==> src/hdl/cnn_pkg.sv <==
package cnn_pkg;

	localparam int DATA_W = 16;
	localparam int IN_CH  = 3;
	localparam int KERNEL = 3;
	localparam int TAPS   = KERNEL * KERNEL;

	// 27 products of 32 bits plus a bias.
	localparam int ACC_W  = 38;

	// Channel 0 in the low bits.
	typedef logic [IN_CH-1:0][DATA_W-1:0] pixel_t;

	typedef struct packed {
		logic [IN_CH*DATA_W-DATA_W-1:0] pad;
		logic [DATA_W-1:0]              value;
	} bias_view_t;

	// One load word, read as three weights or as one bias.
	typedef union packed {
		pixel_t     weight;
		bias_view_t bias;
	} coef_word_u;

	typedef logic signed [ACC_W-1:0] acc_t;

endpackage

==> src/hdl/conv_ctrl_if.sv <==
`timescale 1ns/1ps

interface conv_ctrl_if;

	logic pix_shift;  // Pixel accepted this cycle.
	logic wt_shift;
	logic bias_shift;
	logic win_valid;  // Accepted pixel completes an inner window.

	modport ctrl (
		output pix_shift,
		output wt_shift,
		output bias_shift,
		output win_valid
	);

	modport dp (
		input pix_shift,
		input wt_shift,
		input bias_shift,
		input win_valid
	);

endinterface

==> src/hdl/coef_store.sv <==
`timescale 1ns/1ps

module coef_store #(
	parameter int OUT_CH = 4
) (
	input  logic                        clk,
	input  logic                        rst,
	conv_ctrl_if.dp                     ctrl,
	input  cnn_pkg::coef_word_u         coef_word,
	output cnn_pkg::pixel_t             weights [OUT_CH][cnn_pkg::TAPS],
	output logic [cnn_pkg::DATA_W-1:0]  biases  [OUT_CH]
);

	localparam int N_WT = OUT_CH * cnn_pkg::TAPS;

	// Oldest of the last N_WT words ends up at position 0.
	cnn_pkg::pixel_t wt_chain [N_WT];

	always_comb
	begin
		for (int ch = 0; ch < OUT_CH; ch++)
		begin
			for (int t = 0; t < cnn_pkg::TAPS; t++)
			begin
				weights[ch][t] = wt_chain[ch * cnn_pkg::TAPS + t];
			end
		end
	end

	always_ff @(posedge clk or posedge rst)
	begin
		if (rst)
		begin
			for (int i = 0; i < N_WT; i++)
			begin
				wt_chain[i] <= '0;
			end
		end
		else if (ctrl.wt_shift)
		begin
			wt_chain[N_WT-1] <= coef_word.weight;
			for (int i = 0; i < N_WT - 1; i++)
			begin
				wt_chain[i] <= wt_chain[i+1];
			end
		end
	end

	always_ff @(posedge clk or posedge rst)
	begin
		if (rst)
		begin
			for (int i = 0; i < OUT_CH; i++)
			begin
				biases[i] <= '0;
			end
		end
		else if (ctrl.bias_shift)
		begin
			biases[OUT_CH-1] <= coef_word.bias.value;  // Low 16 bits only.
			for (int i = 0; i < OUT_CH - 1; i++)
			begin
				biases[i] <= biases[i+1];
			end
		end
	end

endmodule

==> src/flat_wrapper.sv <==
// flat-port wrapper written by rule: the top's interface ports become plain ports
module coef_store_flat 
#(
	parameter int OUT_CH = 4
)
  (clk, rst, coef_word, weights, biases, ctrl_pix_shift, ctrl_wt_shift, ctrl_bias_shift, ctrl_win_valid);
  conv_ctrl_if ctrl_i ();
  input  logic clk;
  input  logic rst;
  input  cnn_pkg::coef_word_u coef_word;
  output cnn_pkg::pixel_t weights[OUT_CH][cnn_pkg::TAPS];
  output logic [cnn_pkg::DATA_W-1:0] biases[OUT_CH];
  input wire logic [$bits(ctrl_i.pix_shift)-1:0] ctrl_pix_shift;
  input wire logic [$bits(ctrl_i.wt_shift)-1:0] ctrl_wt_shift;
  input wire logic [$bits(ctrl_i.bias_shift)-1:0] ctrl_bias_shift;
  input wire logic [$bits(ctrl_i.win_valid)-1:0] ctrl_win_valid;
  assign ctrl_i.pix_shift = ctrl_pix_shift;
  assign ctrl_i.wt_shift = ctrl_wt_shift;
  assign ctrl_i.bias_shift = ctrl_bias_shift;
  assign ctrl_i.win_valid = ctrl_win_valid;
  coef_store #(.OUT_CH(OUT_CH)) u_core (.clk(clk), .rst(rst), .ctrl(ctrl_i), .coef_word(coef_word), .weights(weights), .biases(biases));
endmodule
==> config.mk <==
export PLATFORM = sky130hd
export DESIGN_NAME = coef_store_flat
export DESIGN_NICKNAME = d
export VERILOG_FILES = /design/src/hdl/cnn_pkg.sv /design/src/hdl/conv_ctrl_if.sv /design/src/hdl/coef_store.sv /design/src/flat_wrapper.sv
export SDC_FILE = /design/constraint.sdc
export NUM_CORES = 2
export LEC_CHECK = 0
export ABC_AREA = 1
export ABC_CLOCK_PERIOD_IN_PS = 65600
export BUFFER_PORTS_ARGS = -buffer_cell sky130_fd_sc_hd__buf_2
export CORE_AREA = 10 10 715 717
export CTS_BUF_LIST = sky130_fd_sc_hd__clkbuf_16
export DETAILED_ROUTE_END_ITERATION = 8
export DIE_AREA = 0 0 725 727
export SYNTH_ARGS = -nofsm -noshare
export SYNTH_HDL_FRONTEND = slang
export SYNTH_SLANG_ARGS = --single-unit
==> constraint.sdc <==
create_clock -name clk -period 65.6 [get_ports clk]
set_input_delay 13.12 -clock clk [delete_from_list [all_inputs] [get_ports clk]]
set_output_delay 13.12 -clock clk [all_outputs]
set_load 0.02 [all_outputs]
==> Word-level counts from Yosys, hierarchy flattened <==
Index checks and enable logic that the tools add are counted.
{ "totals": {"regBits": 1792} }

==> Longest topological paths before layout <==
{ "depth": {"word_depth": 0, "depth_mapped": 7, "mapped_depth_nobuf": 3} }

==> Least setup slack after synthesis <==
Ideal clock, no wire load.
{ "synth_timing": {"kind": "input to register", "startpoint": "in ctrl_wt_shift", "endpoint": "reg u_core.wt_chain (netlist bit u_core.weights[720])", "slack_ps": 51659, "cell_stages": 7, "arrival_ps": 13824, "n_path_buf": 4, "t_required_ps": 65483, "path_cell_list": "buf_4 -> inv_4 -> buf_6 -> buf_4 -> buf_2 -> nand2_1 -> nand2_1"} }
{ "synth_rtl": {"columns": ["item", "line_no", "text"], "rows": [
  ["start, declared", "flat_wrapper.sv:14", "input wire logic [$bits(ctrl_i.wt_shift)-1:0] ctrl_wt_shift;"],
  ["end signal, assigned by index", "coef_store.sv:41", "wt_chain[N_WT-1] <= coef_word.weight;"],
  ["end signal, assigned by index", "coef_store.sv:44", "wt_chain[i] <= wt_chain[i+1];"],
  ["end, declared", "coef_store.sv:17", "cnn_pkg::pixel_t wt_chain [N_WT];"]
]} }

==> impl_metrics.tcl <==
set metrics [dict create \
    outcome "completed" \
    grt_pass1_wl_um 484000 \
    min_period_over_period_pct 28.0 \
    finClkSkew_ns 0.0937 \
    cts.clk_slew.worst_paths_ns 0.08 \
    drc 0 \
    rsz0062_at_grt "no" \
    slowest_stage "buf_4" \
    worst_slew_pin_slew_ns 1.09 \
    die_area_sq_um 527000 \
    antenna_found_initial 25 \
    drtPass1Iterations 5 \
    synth-simple-area-share_pct 30.0 \
    synth_compound_area_share_pct 0 \
    cts_setup_buffers 0 \
    crit_chain "buf_2, inv_8, buf_4, buf_4, buf_4, buf_4, buf_4, buf_12, buf_4" \
    fillers 56000 \
    initial_core_util_pct 13.5 \
    die-height_um 727 \
    netlist_area_sq_um 67200 \
    slowest_delay_ns 0.85 \
    syn_inst 7567 \
    hold_ws_ns 0.430 \
    dp.cells 15800 \
    grt_pass1_vias 54800 \
    finish.instance_area_sq_um 90200 \
    grt_use_total_pct 12.9 \
    clockRootBuffer "clkbuf_16" \
    drt_iter0_markers 5090 \
    synth_mux_area_share_pct 0 \
    overflow 0 \
    slew_violations 0 \
    reg2reg_slack_ns 64.44 \
    die_w_um 725 \
    fin_crit_ns 18.39 \
    synthesis.nets 7621 \
    vias 56800 \
    leakagePower_nw 52.6 \
    clockBufferDepth 4 \
    cts_buffers 208 \
    crit_path_start_kind "input port" \
    finalSetupTns_ns 0 \
    pin_count 1846 \
    synth-seq-cells 1792 \
    syn2layout_area_growth_pct 34.3 \
    synthAdderAreaFrac_pct 0 \
    slew_headroom_pct 27.2 \
    grt_max_degree 207 \
    ant_nets 0 \
    ctsHoldBuffers 0 \
    layout_commonest_cell "nand2_1" \
    timing_hold_violations_final 0 \
    core_sq_um 496000 \
    finalSetupViolCount 0 \
    rows 259 \
    critical_path_required_ns 66.48 \
    synth.area.top_cells "dfrtp_1 67%, nand2_1 30%, buf_2 2.1%, buf_4 0.93%, clkbuf_1 0.16%" \
    yosysTopAreaCell "dfrtp_1" \
    power.total_mw 3.25 \
    maxCapViolCount 0 \
    wirelength_um 359000 \
    cp-end-kind "async pin" \
    gp_routability_congestion 0.938 \
    final_cell_mix "5376 x nand2_1, 1842 x buf_2, 1792 x dfrtp_1" \
    via_per_inst 3.52 \
    synth_top_area_share_pct 66.7 \
    ir_drop_mv 0.0217 \
    cp_num_buf_inv 9 \
    layout-drive-gt1-share_pct 23.6 \
    ys_warn_count 0 \
    ys_seq_area_share_pct 66.7 \
    dp_hpwl_um 286000 \
    crit_top_cell "buf_4" \
    final_nets 9373 \
    fmax_mhz 54.4 \
    detail_route.wl_per_cell_um 22.3 \
    placed_area_sq_um 83400 \
    port_buffers 1843 \
    power_density_nw_per_um2 36.0 \
    final_cells 16200 \
    ys_types 9 \
    min_path_type "reg -> reg" \
    synth_top_family_by_area "simple AND/OR/NAND/NOR gates" \
    syn_avg_cell_area_sq_um 8.88 \
    cpLargestDelayFamily "buffers and inverters" \
    cts_resized 0 \
    timing.critical_path.fanout_max 152 \
    worstSetupPathType "in -> async" \
    worst_ep_arrival_time_ns 19.27 \
    cts_tree "yes" \
    clk_latency_ns 0.94 \
    synth_xor_area_share_pct 0 \
    htreeDepth 4 \
    numClockSinks 1792 \
]
==> synth_stat cells, drive strengths merged <==
cell type,n
buf,368
clkbuf,28
dfrtp,1792
inv,3
nand2,5376
==> cells by family after synthesis <==
family / Yosys count
buf+inv: 399
simple gates: 5376
flops: 1792
==> registers in the layout, summed over array words and instances, names as in the netlist <==
register	flops
u_core.biases	64
u_core.weights	1728
==> cell type report <==
class / count / area [sq um] / share of cell area [%]
diodes: 9 / 22.5 / 0.0250
clock buffers: 209 / 5230 / 5.80
clock inverters: 168 / 1550 / 1.71
inverters: 3 / 35.0 / 0.0388
multi-input cells: 5376 / 20200 / 22.4
flip-flops and latches: 1792 / 44800 / 49.7
well taps: 6655 / 8330 / 9.23
repair buffers: 1938 / 10100 / 11.1
==> final timing paths <==
| path | startpoint | end | cells past startpoint |
|---|---|---|---|
| setup / recovery | rst | u_core.weights[1437]$_DFFE_PP0P_ | 9 |
| hold / removal | u_core.weights[704]$_DFFE_PP0P_ | u_core.weights[752]$_DFFE_PP0P_ | 2 |
| setup reg to reg | u_core.weights[940]$_DFFE_PP0P_ | u_core.weights[988]$_DFFE_PP0P_ | 2 |
| hold reg to reg | u_core.weights[704]$_DFFE_PP0P_ | u_core.weights[752]$_DFFE_PP0P_ | 2 |
| max in group clk | ctrl_wt_shift | u_core.weights[1055]$_DFFE_PP0P_ | 10 |
| min in group asynchronous | rst | u_core.weights[773]$_DFFE_PP0P_ | 2 |
==> routing by layer <==
layer,up-vias,GRT usage [%],wire [um]
met5,-,0,34
met4,6,6.73,23100
met3,489,3.54,25200
met2,2149,24.1,189000
met1,27800,13.1,122000
li1,26400,-,-
==> per-stage QoR <==
stage | util (%) | setup WS [ns]
4_1_cts | 18.2 | 46.99
6_report | 18.2 | 47.21
3_3_place_gp | 16.8 | 45.96
3_5_place_dp | 16.8 | 45.99
5_1_grt | 18.2 | 46.33
2_1_floorplan | - | 1.89
==> worst reg2reg max path, stage by stage (launching register included) <==
cell and delay [ns]:
dfrtp_1 0.39, nand2_1 0.46, nand2_1 0.13
==> report_power, final <==
part	internal, mW	leakage (nW)	switching (mW)
logic	0.161	24.9	0.489
clock network	0.665	3.43	0.517
registers	1.25	24.2	0.169
total	2.07	52.6	1.17
Note: power is estimated with default switching activity, not from simulation.
