## config.mk

```make
export PLATFORM = sky130hd
export DESIGN_NAME = conv_ctrl_flat
export DESIGN_NICKNAME = d
export VERILOG_FILES = /design/src/hdl/conv_ctrl_if.sv /design/src/hdl/conv_ctrl.sv /design/src/flat_wrapper.sv
export SDC_FILE = /design/constraint.sdc
export NUM_CORES = 1
export LEC_CHECK = 0
export BUFFER_PORTS_ARGS = -buffer_cell sky130_fd_sc_hd__buf_2
export CORE_AREA = 2 2 39 41
export CTS_CLUSTER_DIAMETER = 30
export DETAILED_ROUTE_END_ITERATION = 6
export DIE_AREA = 0 0 41 43
export PLACE_DENSITY = 0.35
export SETUP_SLACK_MARGIN = 0.15
export SLEW_MARGIN = 30
export SYNTH_ARGS = -nofsm -noshare
export SYNTH_HDL_FRONTEND = slang
export SYNTH_SLANG_ARGS = --single-unit
export TNS_END_PERCENT = 50
```

## constraint.sdc

```tcl
create_clock -name clk -period 1.9 [get_ports clk]
set_clock_uncertainty 0.2 [all_clocks]
set_input_delay 0.095 -clock clk [delete_from_list [all_inputs] [get_ports clk]]
set_output_delay 0.095 -clock clk [all_outputs]
set_load 0.005 [all_outputs]
```

## src/hdl/conv_ctrl_if.sv

```systemverilog
`timescale 1ns/1ps

interface conv_ctrl_if;

	logic pix_shift;  // Pixel accepted this cycle.
	logic wt_shift;
	logic bias_shift;
	logic win_valid;  // Accepted pixel completes an inner window.

	modport ctrl (
		output pix_shift,
		output wt_shift,
		output bias_shift,
		output win_valid
	);

	modport dp (
		input pix_shift,
		input wt_shift,
		input bias_shift,
		input win_valid
	);

endinterface

```

## src/hdl/conv_ctrl.sv

```systemverilog
`timescale 1ns/1ps

module conv_ctrl #(
	parameter int IMG_W = 8
) (
	input  logic        clk,
	input  logic        rst,
	input  logic        pix_valid,
	input  logic        coef_valid,
	input  logic        coef_is_bias,
	conv_ctrl_if.ctrl   ctrl
);

	localparam int COL_W = $clog2(IMG_W);

	logic [COL_W-1:0] col;  // Column of the next pixel.
	logic [1:0]       row;  // Saturates at 2.
	logic             col_last;

	assign col_last = (col == COL_W'(IMG_W - 1));

	assign ctrl.pix_shift  = pix_valid;
	assign ctrl.wt_shift   = coef_valid & ~coef_is_bias;
	assign ctrl.bias_shift = coef_valid & coef_is_bias;

	// Window needs two rows and two columns before this pixel.
	assign ctrl.win_valid  = pix_valid && (col >= COL_W'(2)) && (row == 2'd2);

	always_ff @(posedge clk or posedge rst)
	begin
		if (rst)
		begin
			col <= '0;
			row <= '0;
		end
		else if (pix_valid)
		begin
			if (col_last)
			begin
				col <= '0;
				if (row != 2'd2)
				begin
					row <= row + 2'd1;
				end
			end
			else
			begin
				col <= col + COL_W'(1);
			end
		end
	end

endmodule

```

## src/flat_wrapper.sv

```systemverilog
// flat-port wrapper written by rule: the top's interface ports become plain ports
module conv_ctrl_flat 
#(
	parameter int IMG_W = 8
)
  (clk, rst, pix_valid, coef_valid, coef_is_bias, ctrl_pix_shift, ctrl_wt_shift, ctrl_bias_shift, ctrl_win_valid);
  conv_ctrl_if ctrl_i ();
  input  logic clk;
  input  logic rst;
  input  logic pix_valid;
  input  logic coef_valid;
  input  logic coef_is_bias;
  output wire logic [$bits(ctrl_i.pix_shift)-1:0] ctrl_pix_shift;
  output wire logic [$bits(ctrl_i.wt_shift)-1:0] ctrl_wt_shift;
  output wire logic [$bits(ctrl_i.bias_shift)-1:0] ctrl_bias_shift;
  output wire logic [$bits(ctrl_i.win_valid)-1:0] ctrl_win_valid;
  assign ctrl_pix_shift = ctrl_i.pix_shift;
  assign ctrl_wt_shift = ctrl_i.wt_shift;
  assign ctrl_bias_shift = ctrl_i.bias_shift;
  assign ctrl_win_valid = ctrl_i.win_valid;
  conv_ctrl #(.IMG_W(IMG_W)) u_core (.clk(clk), .rst(rst), .pix_valid(pix_valid), .coef_valid(coef_valid), .coef_is_bias(coef_is_bias), .ctrl(ctrl_i));
endmodule
```

Word level (Yosys, flattened, before mapping):

Index checks and enable logic that the tools add are counted.
W data, S select, Z words.

* register bits: 5
* output and inout port bits: 4

* multiplexer cells: 1
* reduce and logical (&&, ||, !) cells: 3
* add/sub/neg operators: 2
* order comparisons: 1
* equality and inequality tests: 3
* bitwise logic cells: 3

Operator list (number)
* $add A3 B1 Y3 const B: 1
* $eq A3 B3 Y1 const B: 1
* $ge A3 B2 Y1 const B: 1
* $mux W3: 1
* $reduce_and A3 Y1: 1
* $add A2 B1 Y2 const B: 1
* $and A1 B1 Y1: 2
* $eq A2 B2 Y1 const B: 1
* $logic_and A1 B1 Y1: 2
* $ne A2 B2 Y1 const B: 1
* $not A1 Y1: 1

Longest topological paths before layout:

* depth in word-level cells: 3
* mapped depth: 4
* gate-level depth less buffers: 4

Least setup slack after synthesis:

No wires, ideal clock.

* path type: flip-flop to flip-flop
* from: register u_core.col[0]
* to: register u_core.col[2]
* arrival time: 1064 ps
* library setup time: 125 ps
* buffers on the path: 0
* data required time: 1575 ps
* path slack: 511 ps
* stages on the path, launching flop included: 4
* cell sequence: dfrtp_1 -> ha_1 -> ha_1 -> mux2_2

* longest elaborated chain between the ends: 2
* elaborated cells on any way between the ends: 3
* classes of those cells: 1 x add/sub; 1 x eq/ne; 1 x mux

RTL lines
* start, declared: RTL line conv_ctrl.sv:16 `logic [COL_W-1:0] col;`
* start signal, assigned: RTL line conv_ctrl.sv:48 `col <= col + COL_W'(1);`
* $add A3 B1 Y3 / $eq A3 B3 Y1 (equally long branches): RTL line conv_ctrl.sv:48, conv_ctrl.sv:20
* $mux W3 *: RTL line conv_ctrl.sv:38 `if (col_last)`

Mark *: on every way between the ends. The rest lies on a longest branch, timed or not.
A chain may end at the register's enable or synchronous reset.

Worst setup path after layout:

* from: register u_core.col[1]
* to: register u_core.col[2]

The elaborated chain is that of the path after synthesis.

==> impl_results.md <==
- Global route overflow: 0
- Worst path max stage delay: 0.40 ns
- Critical Path, Cell by Cell: ha_1 > ha_1 > mux2_2
- Peak supply drop: 0.2415 mV
- Slew of the pin with the lowest slew margin: 0.2093 ns
- Skew-Pair Late Insertion Delay: 0.24 ns
- Setup Buffers After CTS: 0
- Syn nets: 32
- Setup crit end kind: register
- First-pass GRT wire length: 903 um
- Synth area leader: dfrtp_1
- Wirelength per Cell: 10.08 um
- Initial core utilization: 19.89%
- CP Launch Type: register
- Layout area overhead: 35.91%
- Most area-consuming cells after synthesis: dfrtp_1 (45%), ha_1 (14%), mux2i_1 (7.3%)
- Seq cells post-synth: 5
- Unrepaired setup endpoints after global routing: false
- Flop pwr share: 42.1%
- Final core occ: 27.03%
- CTS tree: done
- # nets final: 46
- CTS H-Tree Depth: 1
- CP Class: register to register
- # rows: 14
- Post-CTS resize count: 0
- Router iterations before antenna repair: 4
- Num CTS Buffers: 3
- P_leak: 0.2142 nW
- Antenna violations before repair: 0
- Internal power: 0.0002667 W
- Final Hold Viols: 0
- Async SR Flop Fraction: 100.0%
- Critical path required time: 1.83 ns
- Die H: 43 um
- Largest net degree at the start of global routing: 9
- # clock sinks: 5
- Yosys top cell area share: 45.45%
- Antenna Nets Post-Route: 0
- Register-to-Register Path Depth: 3
- Initial DRC Count: 2
- Post-synth EDFFs: 0
- Via/cell ratio: 3.981
- R2R setup slack: 0.46 ns
- Maxcap violations: 0
- Cell Area, Placed: 327.8 um^2
- Max Slew Vio Count: 0
- Filler cell count: 156
- Synth Instances: 24
- RePlAce Congestion: 0.6086
- Vias in the first global route: 210
- CTS Buffer Depth: 2
- Syn_area_per_cell: 11.47 um^2
- Setup Viol. Count Final: 0
- Share of layout cells above drive strength 1: 35.14%
- Psw: 0.0001071 W
- Max Clock Freq: 696.4 MHz
- Pwr Density: 999.3 mW/mm^2
- Reg2Reg Launch Point: u_core.col[1]
- Core Area: 0.001384 mm^2
- CTS Hold Bufs: 2
- Logic pwr share: 24.5%
- WP data arrival: 1.36 ns
- CP max-delay cell: dfrtp_1
- Sw frac: 28.66%
- Relative slew slack: 86.03%
- Pre-CTS WS: 0.4660 ns
- Io pins: 9
- Final Cycle Share: 75.58%
- Most numerous cell in the Yosys netlist: dfrtp_1
- Status: finished, final reports clean
- Detailed Route WL: 534 um
- DRC viols: 0
- DIE WIDTH: 41 um
- CTS root buf: clkbuf_4
- Ys flop type: dfrtp_1
- Sequential area share after synthesis: 45.45%
- Worst setup margin: 0.4640 ns
- Post-Syn Area: 275.3 um^2
- Post-synthesis cell type count: 14
- Antenna fix cells: 0
- Max FO, Critical Path: 3
- Post-Layout Inst Area: 374.1 um^2
- Die Area: 0.001763 mm^2
- GRT Total Usage: 8.198%
- Via count: 211
- Clock Power Share: 33.4%
- Yosys warning count: 0
- # port buffers: 8
- Setup TNS: 0 ns
- Worst R2R End: u_core.col[2]
- Final min period: 1.436 ns
- Worst-path clk slew: 0.04 ns
- Synth top cells by count: dfrtp_1 (5), inv_1 (4), ha_1 (3), mux2i_1 (2)
- Critical path's most frequent cell: ha_1
- Hold Path Class: primary input to asynchronous set/reset pin
## flip-flops by register name, indices dropped and copies added, names as in the netlist
| register | flops |
|---|---|
| u_core.row | 2 |
| u_core.col | 3 |
## layout by cell type, fill, tap and decap left out
cell type      n
buf_2          8
dfrtp_1        5
inv_1          4
ha_1           3
clkbuf_4       3
mux2i_1        2
dlygate4sd3_1  2
nand3b_2       1
nand2b_1       1
xnor2_1        1
nor2b_1        1
and2_1         1
o211a_1        1
mux2_2         1
nand2_1        1
o22ai_1        1
clkbuf_1       1
## power by group through the flow
stage,Combinational (W),Clock [W],Sequential [W]
3_3_place_gp,0.0000914,0,0.000156
3_5_place_dp,0.0000902,0,0.000160
2_1_floorplan,0.0000659,0,0.000150
4_1_cts,0.0000938,0.000132,0.000158
6_report,0.0000917,0.000125,0.000157
5_1_grt,0.000112,0.000144,0.000162
## area by class of cell
cell class	count	area (um^2)	area share, %
timing repair buffer	10	60.06	16.05
tap	16	20.02	5.351
inverter	4	15.01	4.013
sequential	5	125.1	33.44
clock buffer	4	26.28	7.023
multi-input combinational	14	127.6	34.11
## critical path, delay by kind of cell, from the launching register on
family / cells / cell delay (ns)
adder cells (fa/ha/maj): 2 / 0.46
multiplexers: 1 / 0.26
flip-flops: 1 / 0.40
## how the worst max path moves through the flow
| stage | depth (start not counted) | to | from | slack (ns) |
|---|---|---|---|---|
| after floorplan | 3 | u_core.col[2] | u_core.col[0] | 0.51 |
| after global placement | 3 | u_core.col[2] | u_core.col[1] | 0.48 |
| after detailed placement | 3 | u_core.col[2] | u_core.col[1] | 0.47 |
| after CTS | 3 | u_core.col[2] | u_core.col[1] | 0.46 |
| after global routing | 3 | u_core.col[2] | u_core.col[1] | 0.42 |
| final | 3 | u_core.col[2] | u_core.col[1] | 0.46 |
## cells by family (layout without fill, tap and decap cells)
family,after synthesis,in the layout,synth area share (%)
and+or+nand+nor,5,5,12.28
DFF,5,5,45.45
buffers and inverters,5,18,8.181
xor gates and xnor gates,1,1,3.182
AOI/OAI and AO/OA,2,2,5.911
adders and majority gates,3,3,13.64
muxes,3,3,11.36
## per-layer routing
layer | GRT usage, % | part of all wire, % | vias up
met2 | 11.25 | 57 | 3
li1 | - | - | 103
met1 | 8.911 | 39 | 105
met3 | 3.141 | 3.6 | 0
met5 | 0 | 0 | -
met4 | 8.000 | 0 | 0
## metrics by stage
step | hold slack, ns | power (W) | std cells
detailed placement | -0.1901 | 0.0002500 | 47
global placement | -0.1936 | 0.0002476 | 47
finish | 0.1034 | 0.0003738 | 53
global route | 0.1041 | 0.0004184 | 53
CTS | 0.1037 | 0.0003834 | 53
floorplan | -0.3265 | 0.0002160 | 24
Note: power is estimated with default switching activity, not from simulation.
