File: config.mk
export PLATFORM = sky130hd
export DESIGN_NAME = window_gen_flat
export DESIGN_NICKNAME = d
export VERILOG_FILES = /design/src/hdl/cnn_pkg.sv /design/src/hdl/conv_ctrl_if.sv /design/src/hdl/line_delay.sv /design/src/hdl/window_gen.sv /design/src/flat_wrapper.sv
export SDC_FILE = /design/constraint.sdc
export NUM_CORES = 1
export LEC_CHECK = 0
export BUFFER_PORTS_ARGS = -buffer_cell sky130_fd_sc_hd__buf_4
export CAP_MARGIN = 10
export CORE_UTILIZATION = 53
export DETAILED_ROUTE_END_ITERATION = 12
export PLACE_DENSITY_LB_ADDON = 0.1
export SYNTH_ARGS = -nofsm -noshare
export SYNTH_HDL_FRONTEND = slang
export SYNTH_SLANG_ARGS = --single-unit
File: constraint.sdc
create_clock -name clk -period 39.4 [get_ports clk]
set_input_delay 1.97 -clock clk [delete_from_list [all_inputs] [get_ports clk]]
set_output_delay 1.97 -clock clk [all_outputs]
set_load 0.05 [all_outputs]
File: src/hdl/cnn_pkg.sv
package cnn_pkg;

	localparam int DATA_W = 16;
	localparam int IN_CH  = 3;
	localparam int KERNEL = 3;
	localparam int TAPS   = KERNEL * KERNEL;

	// 27 products of 32 bits plus a bias.
	localparam int ACC_W  = 38;

	// Channel 0 in the low bits.
	typedef logic [IN_CH-1:0][DATA_W-1:0] pixel_t;

	typedef struct packed {
		logic [IN_CH*DATA_W-DATA_W-1:0] pad;
		logic [DATA_W-1:0]              value;
	} bias_view_t;

	// One load word, read as three weights or as one bias.
	typedef union packed {
		pixel_t     weight;
		bias_view_t bias;
	} coef_word_u;

	typedef logic signed [ACC_W-1:0] acc_t;

endpackage

File: src/hdl/conv_ctrl_if.sv
`timescale 1ns/1ps

interface conv_ctrl_if;

	logic pix_shift;  // Pixel accepted this cycle.
	logic wt_shift;
	logic bias_shift;
	logic win_valid;  // Accepted pixel completes an inner window.

	modport ctrl (
		output pix_shift,
		output wt_shift,
		output bias_shift,
		output win_valid
	);

	modport dp (
		input pix_shift,
		input wt_shift,
		input bias_shift,
		input win_valid
	);

endinterface

File: src/hdl/line_delay.sv
`timescale 1ns/1ps

module line_delay #(
	parameter int DEPTH = 5
) (
	input  logic            clk,
	input  logic            rst,
	input  logic            shift_en,
	input  cnn_pkg::pixel_t din,
	output cnn_pkg::pixel_t dout
);

	cnn_pkg::pixel_t sr [DEPTH];

	assign dout = sr[DEPTH-1];

	always_ff @(posedge clk or posedge rst)
	begin
		if (rst)
		begin
			for (int i = 0; i < DEPTH; i++)
			begin
				sr[i] <= '0;
			end
		end
		else if (shift_en)
		begin
			sr[0] <= din;
			for (int i = 1; i < DEPTH; i++)
			begin
				sr[i] <= sr[i-1];
			end
		end
	end

endmodule

File: src/hdl/window_gen.sv
`timescale 1ns/1ps

module window_gen #(
	parameter int IMG_W = 8
) (
	input  logic            clk,
	input  logic            rst,
	conv_ctrl_if.dp         ctrl,
	input  cnn_pkg::pixel_t pix_data,
	output cnn_pkg::pixel_t taps [cnn_pkg::TAPS]
);

	localparam int K = cnn_pkg::KERNEL;

	// Row 0 is the oldest row, column 0 the leftmost pixel.
	cnn_pkg::pixel_t win    [K][K];
	cnn_pkg::pixel_t row_in [K];
	cnn_pkg::pixel_t ld_out [K-1];

	for (genvar r = 0; r < K - 1; r++)
	begin : g_line
		line_delay #(
			.DEPTH (IMG_W - K)
		) u_line_delay (
			.clk      (clk),
			.rst      (rst),
			.shift_en (ctrl.pix_shift),
			.din      (win[r+1][0]),
			.dout     (ld_out[r])
		);
	end

	always_comb
	begin
		row_in[K-1] = pix_data;
		for (int r = 0; r < K - 1; r++)
		begin
			row_in[r] = ld_out[r];
		end
		for (int t = 0; t < cnn_pkg::TAPS; t++)
		begin
			taps[t] = win[t / K][t % K];
		end
	end

	always_ff @(posedge clk or posedge rst)
	begin
		if (rst)
		begin
			for (int r = 0; r < K; r++)
			begin
				for (int c = 0; c < K; c++)
				begin
					win[r][c] <= '0;
				end
			end
		end
		else if (ctrl.pix_shift)
		begin
			for (int r = 0; r < K; r++)
			begin
				win[r][K-1] <= row_in[r];  // Enters on the right.
				for (int c = 0; c < K - 1; c++)
				begin
					win[r][c] <= win[r][c+1];
				end
			end
		end
	end

endmodule

File: src/flat_wrapper.sv
// flat-port wrapper written by rule: the top's interface ports become plain ports
module window_gen_flat 
#(
	parameter int IMG_W = 8
)
  (clk, rst, pix_data, taps, ctrl_pix_shift, ctrl_wt_shift, ctrl_bias_shift, ctrl_win_valid);
  conv_ctrl_if ctrl_i ();
  input  logic clk;
  input  logic rst;
  input  cnn_pkg::pixel_t pix_data;
  output cnn_pkg::pixel_t taps[cnn_pkg::TAPS];
  input wire logic [$bits(ctrl_i.pix_shift)-1:0] ctrl_pix_shift;
  input wire logic [$bits(ctrl_i.wt_shift)-1:0] ctrl_wt_shift;
  input wire logic [$bits(ctrl_i.bias_shift)-1:0] ctrl_bias_shift;
  input wire logic [$bits(ctrl_i.win_valid)-1:0] ctrl_win_valid;
  assign ctrl_i.pix_shift = ctrl_pix_shift;
  assign ctrl_i.wt_shift = ctrl_wt_shift;
  assign ctrl_i.bias_shift = ctrl_bias_shift;
  assign ctrl_i.win_valid = ctrl_win_valid;
  window_gen #(.IMG_W(IMG_W)) u_core (.clk(clk), .rst(rst), .ctrl(ctrl_i), .pix_data(pix_data), .taps(taps));
endmodule
==> After elaboration in Yosys (flattened, before gate mapping) <==
Index checks and enable logic that the tools add are counted.
Widths: inputs -> output; s select.
{ "word_totals": {"output_inout_bits": 432, "reg_bits": 912, "word_cells": 57} }

==> Logic depth before layout (Yosys ltp) <==
{ "logic_depth": {"word_depth": 0, "depth_mapped": 4, "mapped_depth_nobuf": 1} }

==> Modules after synthesis <==
From an unflattened synthesis, not the netlist that was laid out.
{ "unflattened": {"hier_cells": 2025, "hier_area_um2": 36777.8} }
{ "by_module_without_submodules": {"columns": ["mod", "seq_area_each_um2", "cells_each", "area_per_inst_um2", "n_inst"], "rows": [
  ["line_delay", 6005.8, 556, 10294.9, 2],
  ["window_gen", 10810.4, 913, 16188.0, 1]
]} }

==> Worst setup path after synthesis <==
Ideal clock, no wire load.
{ "synth_timing": {"path_type": "input to register", "startpoint": "in ctrl_pix_shift", "endpoint": "reg u_core.win, in the netlist u_core.taps[46]", "arrival_time_ps": 2772, "setup_time_ps": 125, "slack_ps": 36503, "cell_stages": 4, "cell_sequence": "buf_4 -> buf_6 -> buf_4 -> mux2_2"} }
{ "synth_rtl": {"columns": ["element", "line_no", "rtl"], "rows": [
  ["start: declaration", "flat_wrapper.sv:12", "input wire logic [$bits(ctrl_i.pix_shift)-1:0] ctrl_pix_shift;"],
  ["end signal: indexed assignment", "window_gen.sv:62", "win[r][K-1] <= row_in[r];"],
  ["end signal: indexed assignment", "window_gen.sv:65", "win[r][c] <= win[r][c+1];"],
  ["end: declaration", "window_gen.sv:16", "cnn_pkg::pixel_t win [K][K];"]
]} }
No word-level cell between the ends.

==> Worst setup path in the final report <==
{ "layout_timing": {"startpoint": "in ctrl_pix_shift", "endpoint": "reg u_core.win, in the netlist u_core.taps[309]"} }
No word-level cell between the ends.

==> impl_metrics.csv <==
group,metric,value,unit
yosys,synth-seq-area-share,67.0,%
floorplanning,io_pins,486,
hold_path,hold_path.class,"flip-flop to flip-flop",
timing,drv_slew,0,
setup_path,max_stage_delay,0.91,ns
timing,finalSetupViolCount,0,
floorplanning,die_y,255,um
clocking,holdBufCountCts,0,
placement,dpl.hpwl,41.5,mm
cells_and_area,fill_cells,4606,
timing,setup_slack,34.03,ns
clocking,clk_path_buf_depth,3,
cells_and_area,final_nets,2474,
clocking,cts.repair.resized,0,
setup_path,critPathArrivalTime,5.86,ns
cells_and_area,area_delta_synth_final,20.7,%
cells_and_area,layoutNonFillerInstCount,3342,
grt,antenna_found_initial,1,
yosys,yosysUniqueCellTypes,6,
timing,tightest_slew,1.21,ns
flow_run,drv_cap,0,
pwr,p_leak,18.7,nW
timing,rsz0062_at_grt,"no",
routing,drt_wl_total,63.0,mm
clocking,post_cts_buffers,0,
grt,grt_pass1_wl,105,mm
routing,drt_iter0_drc,950,
clocking,h-tree-depth,3,
setup_path,critPathKind,"input port to flip-flop",
timing,min_period,5.37,ns
routing,dr.pass1.iters,4,
grt,first_global_vias,18400,
setup_path,cpMaxStageDelayCell,"buf_4",
timing,timing.fmax,186,MHz
placement,io_buffers,482,
grt,grt_max_degree,214,
yosys,synth_area_per_cell,17.7,um^2
timing,min_period_over_period,13.6,%
clocking,cts_sinks,912,
routing,routed-via-count,17300,
grt,track_usage,19.8,%
routing,wire_per_inst,18.9,um
yosys,syn_area,0.0341,mm^2
timing,setup_tns,0,ns
placement,post_dp_cell_area,0.0379,mm^2
setup_path,path_buf_inv,4,
clocking,insertion_delay,0.62,ns
timing,maxSlewHeadroom,19.6,%
cells_and_area,drive_gt1_share,62.7,%
placement,place_congestion,0.829,
routing,drt.antenna.violating_nets,0,
placement,place_inst,3172,
routing,drt_drc_violations_left,0,
timing,fin_skew,0.0139,ns
floorplanning,dieWidth,255,um
setup_path,crit_path_frequent_cell,"buf_4",
setup_path,cp_top_family,"buffers and inverters",
clocking,cts_tree,"yes",
timing,hold_viol,0,
floorplanning,core,0.0633,mm^2
clocking,cts_buffers,92,
pwr,irDropWorstVdd,0.0000423,V
cells_and_area,multiInputGateArea,0.0103,mm^2
yosys,ys_warn_count,0,
setup_path,endpoint_kind,"flip-flop",
clocking,path_clk_slew,0.06,ns
clocking,clock-root-buffer,"clkbuf_16",
setup_path,cp_max_fo,133,
outcome,status,"finished, final reports clean",
floorplanning,start_util,53.8,%
cells_and_area,final_area,0.0411,mm^2
setup_path,worstPathRequired,39.89,ns
yosys,ys_ff_latch,912,
routing,routed_via_density,5.19,
yosys,syn_inst,1926,
grt,overflow,0,
cells_and_area,register_area,0.0228,mm^2
yosys,synth_nets,1980,
placement,pre_cts_slack,33.40,ns
setup_path,startpoint_type,"input port",
setup_path,path_cells,"buf_8 -> buf_4 -> buf_4 -> buf_4 -> mux2_2",
floorplanning,dieArea,0.0653,mm^2
floorplanning,core.rowCount,92,
pwr,p_per_area,92.5,mW/mm^2
==> power breakdown <==
part           internal [mW]  switching [mW]  leakage (nW)  total [mW]
Sequential              1.31           0.271          10.9        1.58
Combinational          0.506           0.824          6.24        1.33
Clock                  0.539           0.346          1.56       0.886
==> kinds of logic after synthesis <==
kind of cell	count (synthesis)	synth area share, %
muxes	912	30.2
buffers and inverters	102	2.84
DFF	912	67.0
==> sequential cells by signal (all words and copies together), names as in the netlist <==
name and cells:
u_core.taps 432, u_core.g_line.u_line_delay.sr 384, u_core.g_line.u_line_delay.dout 96
==> layer usage <==
| metal | vias up | global-route usage [%] | wire length, um |
|---|---|---|---|
| met5 | - | 0 | 0 |
| met4 | 0 | 7.39 | 1990 |
| met3 | 118 | 4.25 | 3130 |
| met2 | 386 | 28.9 | 28200 |
| met1 | 8977 | 29.3 | 29700 |
| li1 | 7865 | - | - |
==> per-stage QoR <==
stage          hold slack [ns]  utilization [%]  power, mW
3_5_place_dp             0.489             59.9       2.94
6_report                 0.489             64.9       3.80
4_1_cts                  0.488             64.9       3.84
5_1_grt                  0.514             64.9       3.98
2_1_floorplan            0.475                -       2.48
3_3_place_gp             0.483             59.9       2.90
==> cell usage after synthesis <==
master,instances,share of area (%)
dfrtp_1,912,67
buf_6,71,2.3
buf_4,5,0.11
buf_2,25,0.37
mux2_2,912,30
inv_1,1,0.011
==> layout make-up <==
type	count	share of cell area [%]
clock buffer	137	6.78
tap	846	2.58
antenna	4	0.0244
timing repair buffer	501	9.20
inverter	1	0.0274
clock inverter	29	0.868
sequential	912	55.5
multi-input combinational	912	25.0
==> worst paths after layout <==
check	startpoint	to	slack [ns]	cells past startpoint
min	u_core.g_line[0].u_line_delay.sr[98]	u_core.g_line[0].u_line_delay.sr[50]	0.49	1
min reg2reg	u_core.g_line[0].u_line_delay.sr[98]	u_core.g_line[0].u_line_delay.sr[50]	0.49	1
max	ctrl_pix_shift	u_core.taps[309]	34.03	5
max reg2reg	u_core.taps[220]	u_core.taps[268]	38.45	1
min in group asynchronous	rst	u_core.taps[383]	1.57	2
max in group asynchronous	rst	u_core.g_line[0].u_line_delay.sr[67]	34.50	5
==> layout by cell type, fill, tap and decap left out, types with 3 or more instances in the layout <==
cell type / instances
buf_4: 499
bufinv_16: 8
clkbuf_1: 17
clkbuf_16: 95
clkbuf_8: 25
clkinv_2: 17
clkinvlp_4: 3
dfrtp_1: 912
diode_2: 4
mux2_2: 912
Note: power is estimated with default switching activity, not from simulation.
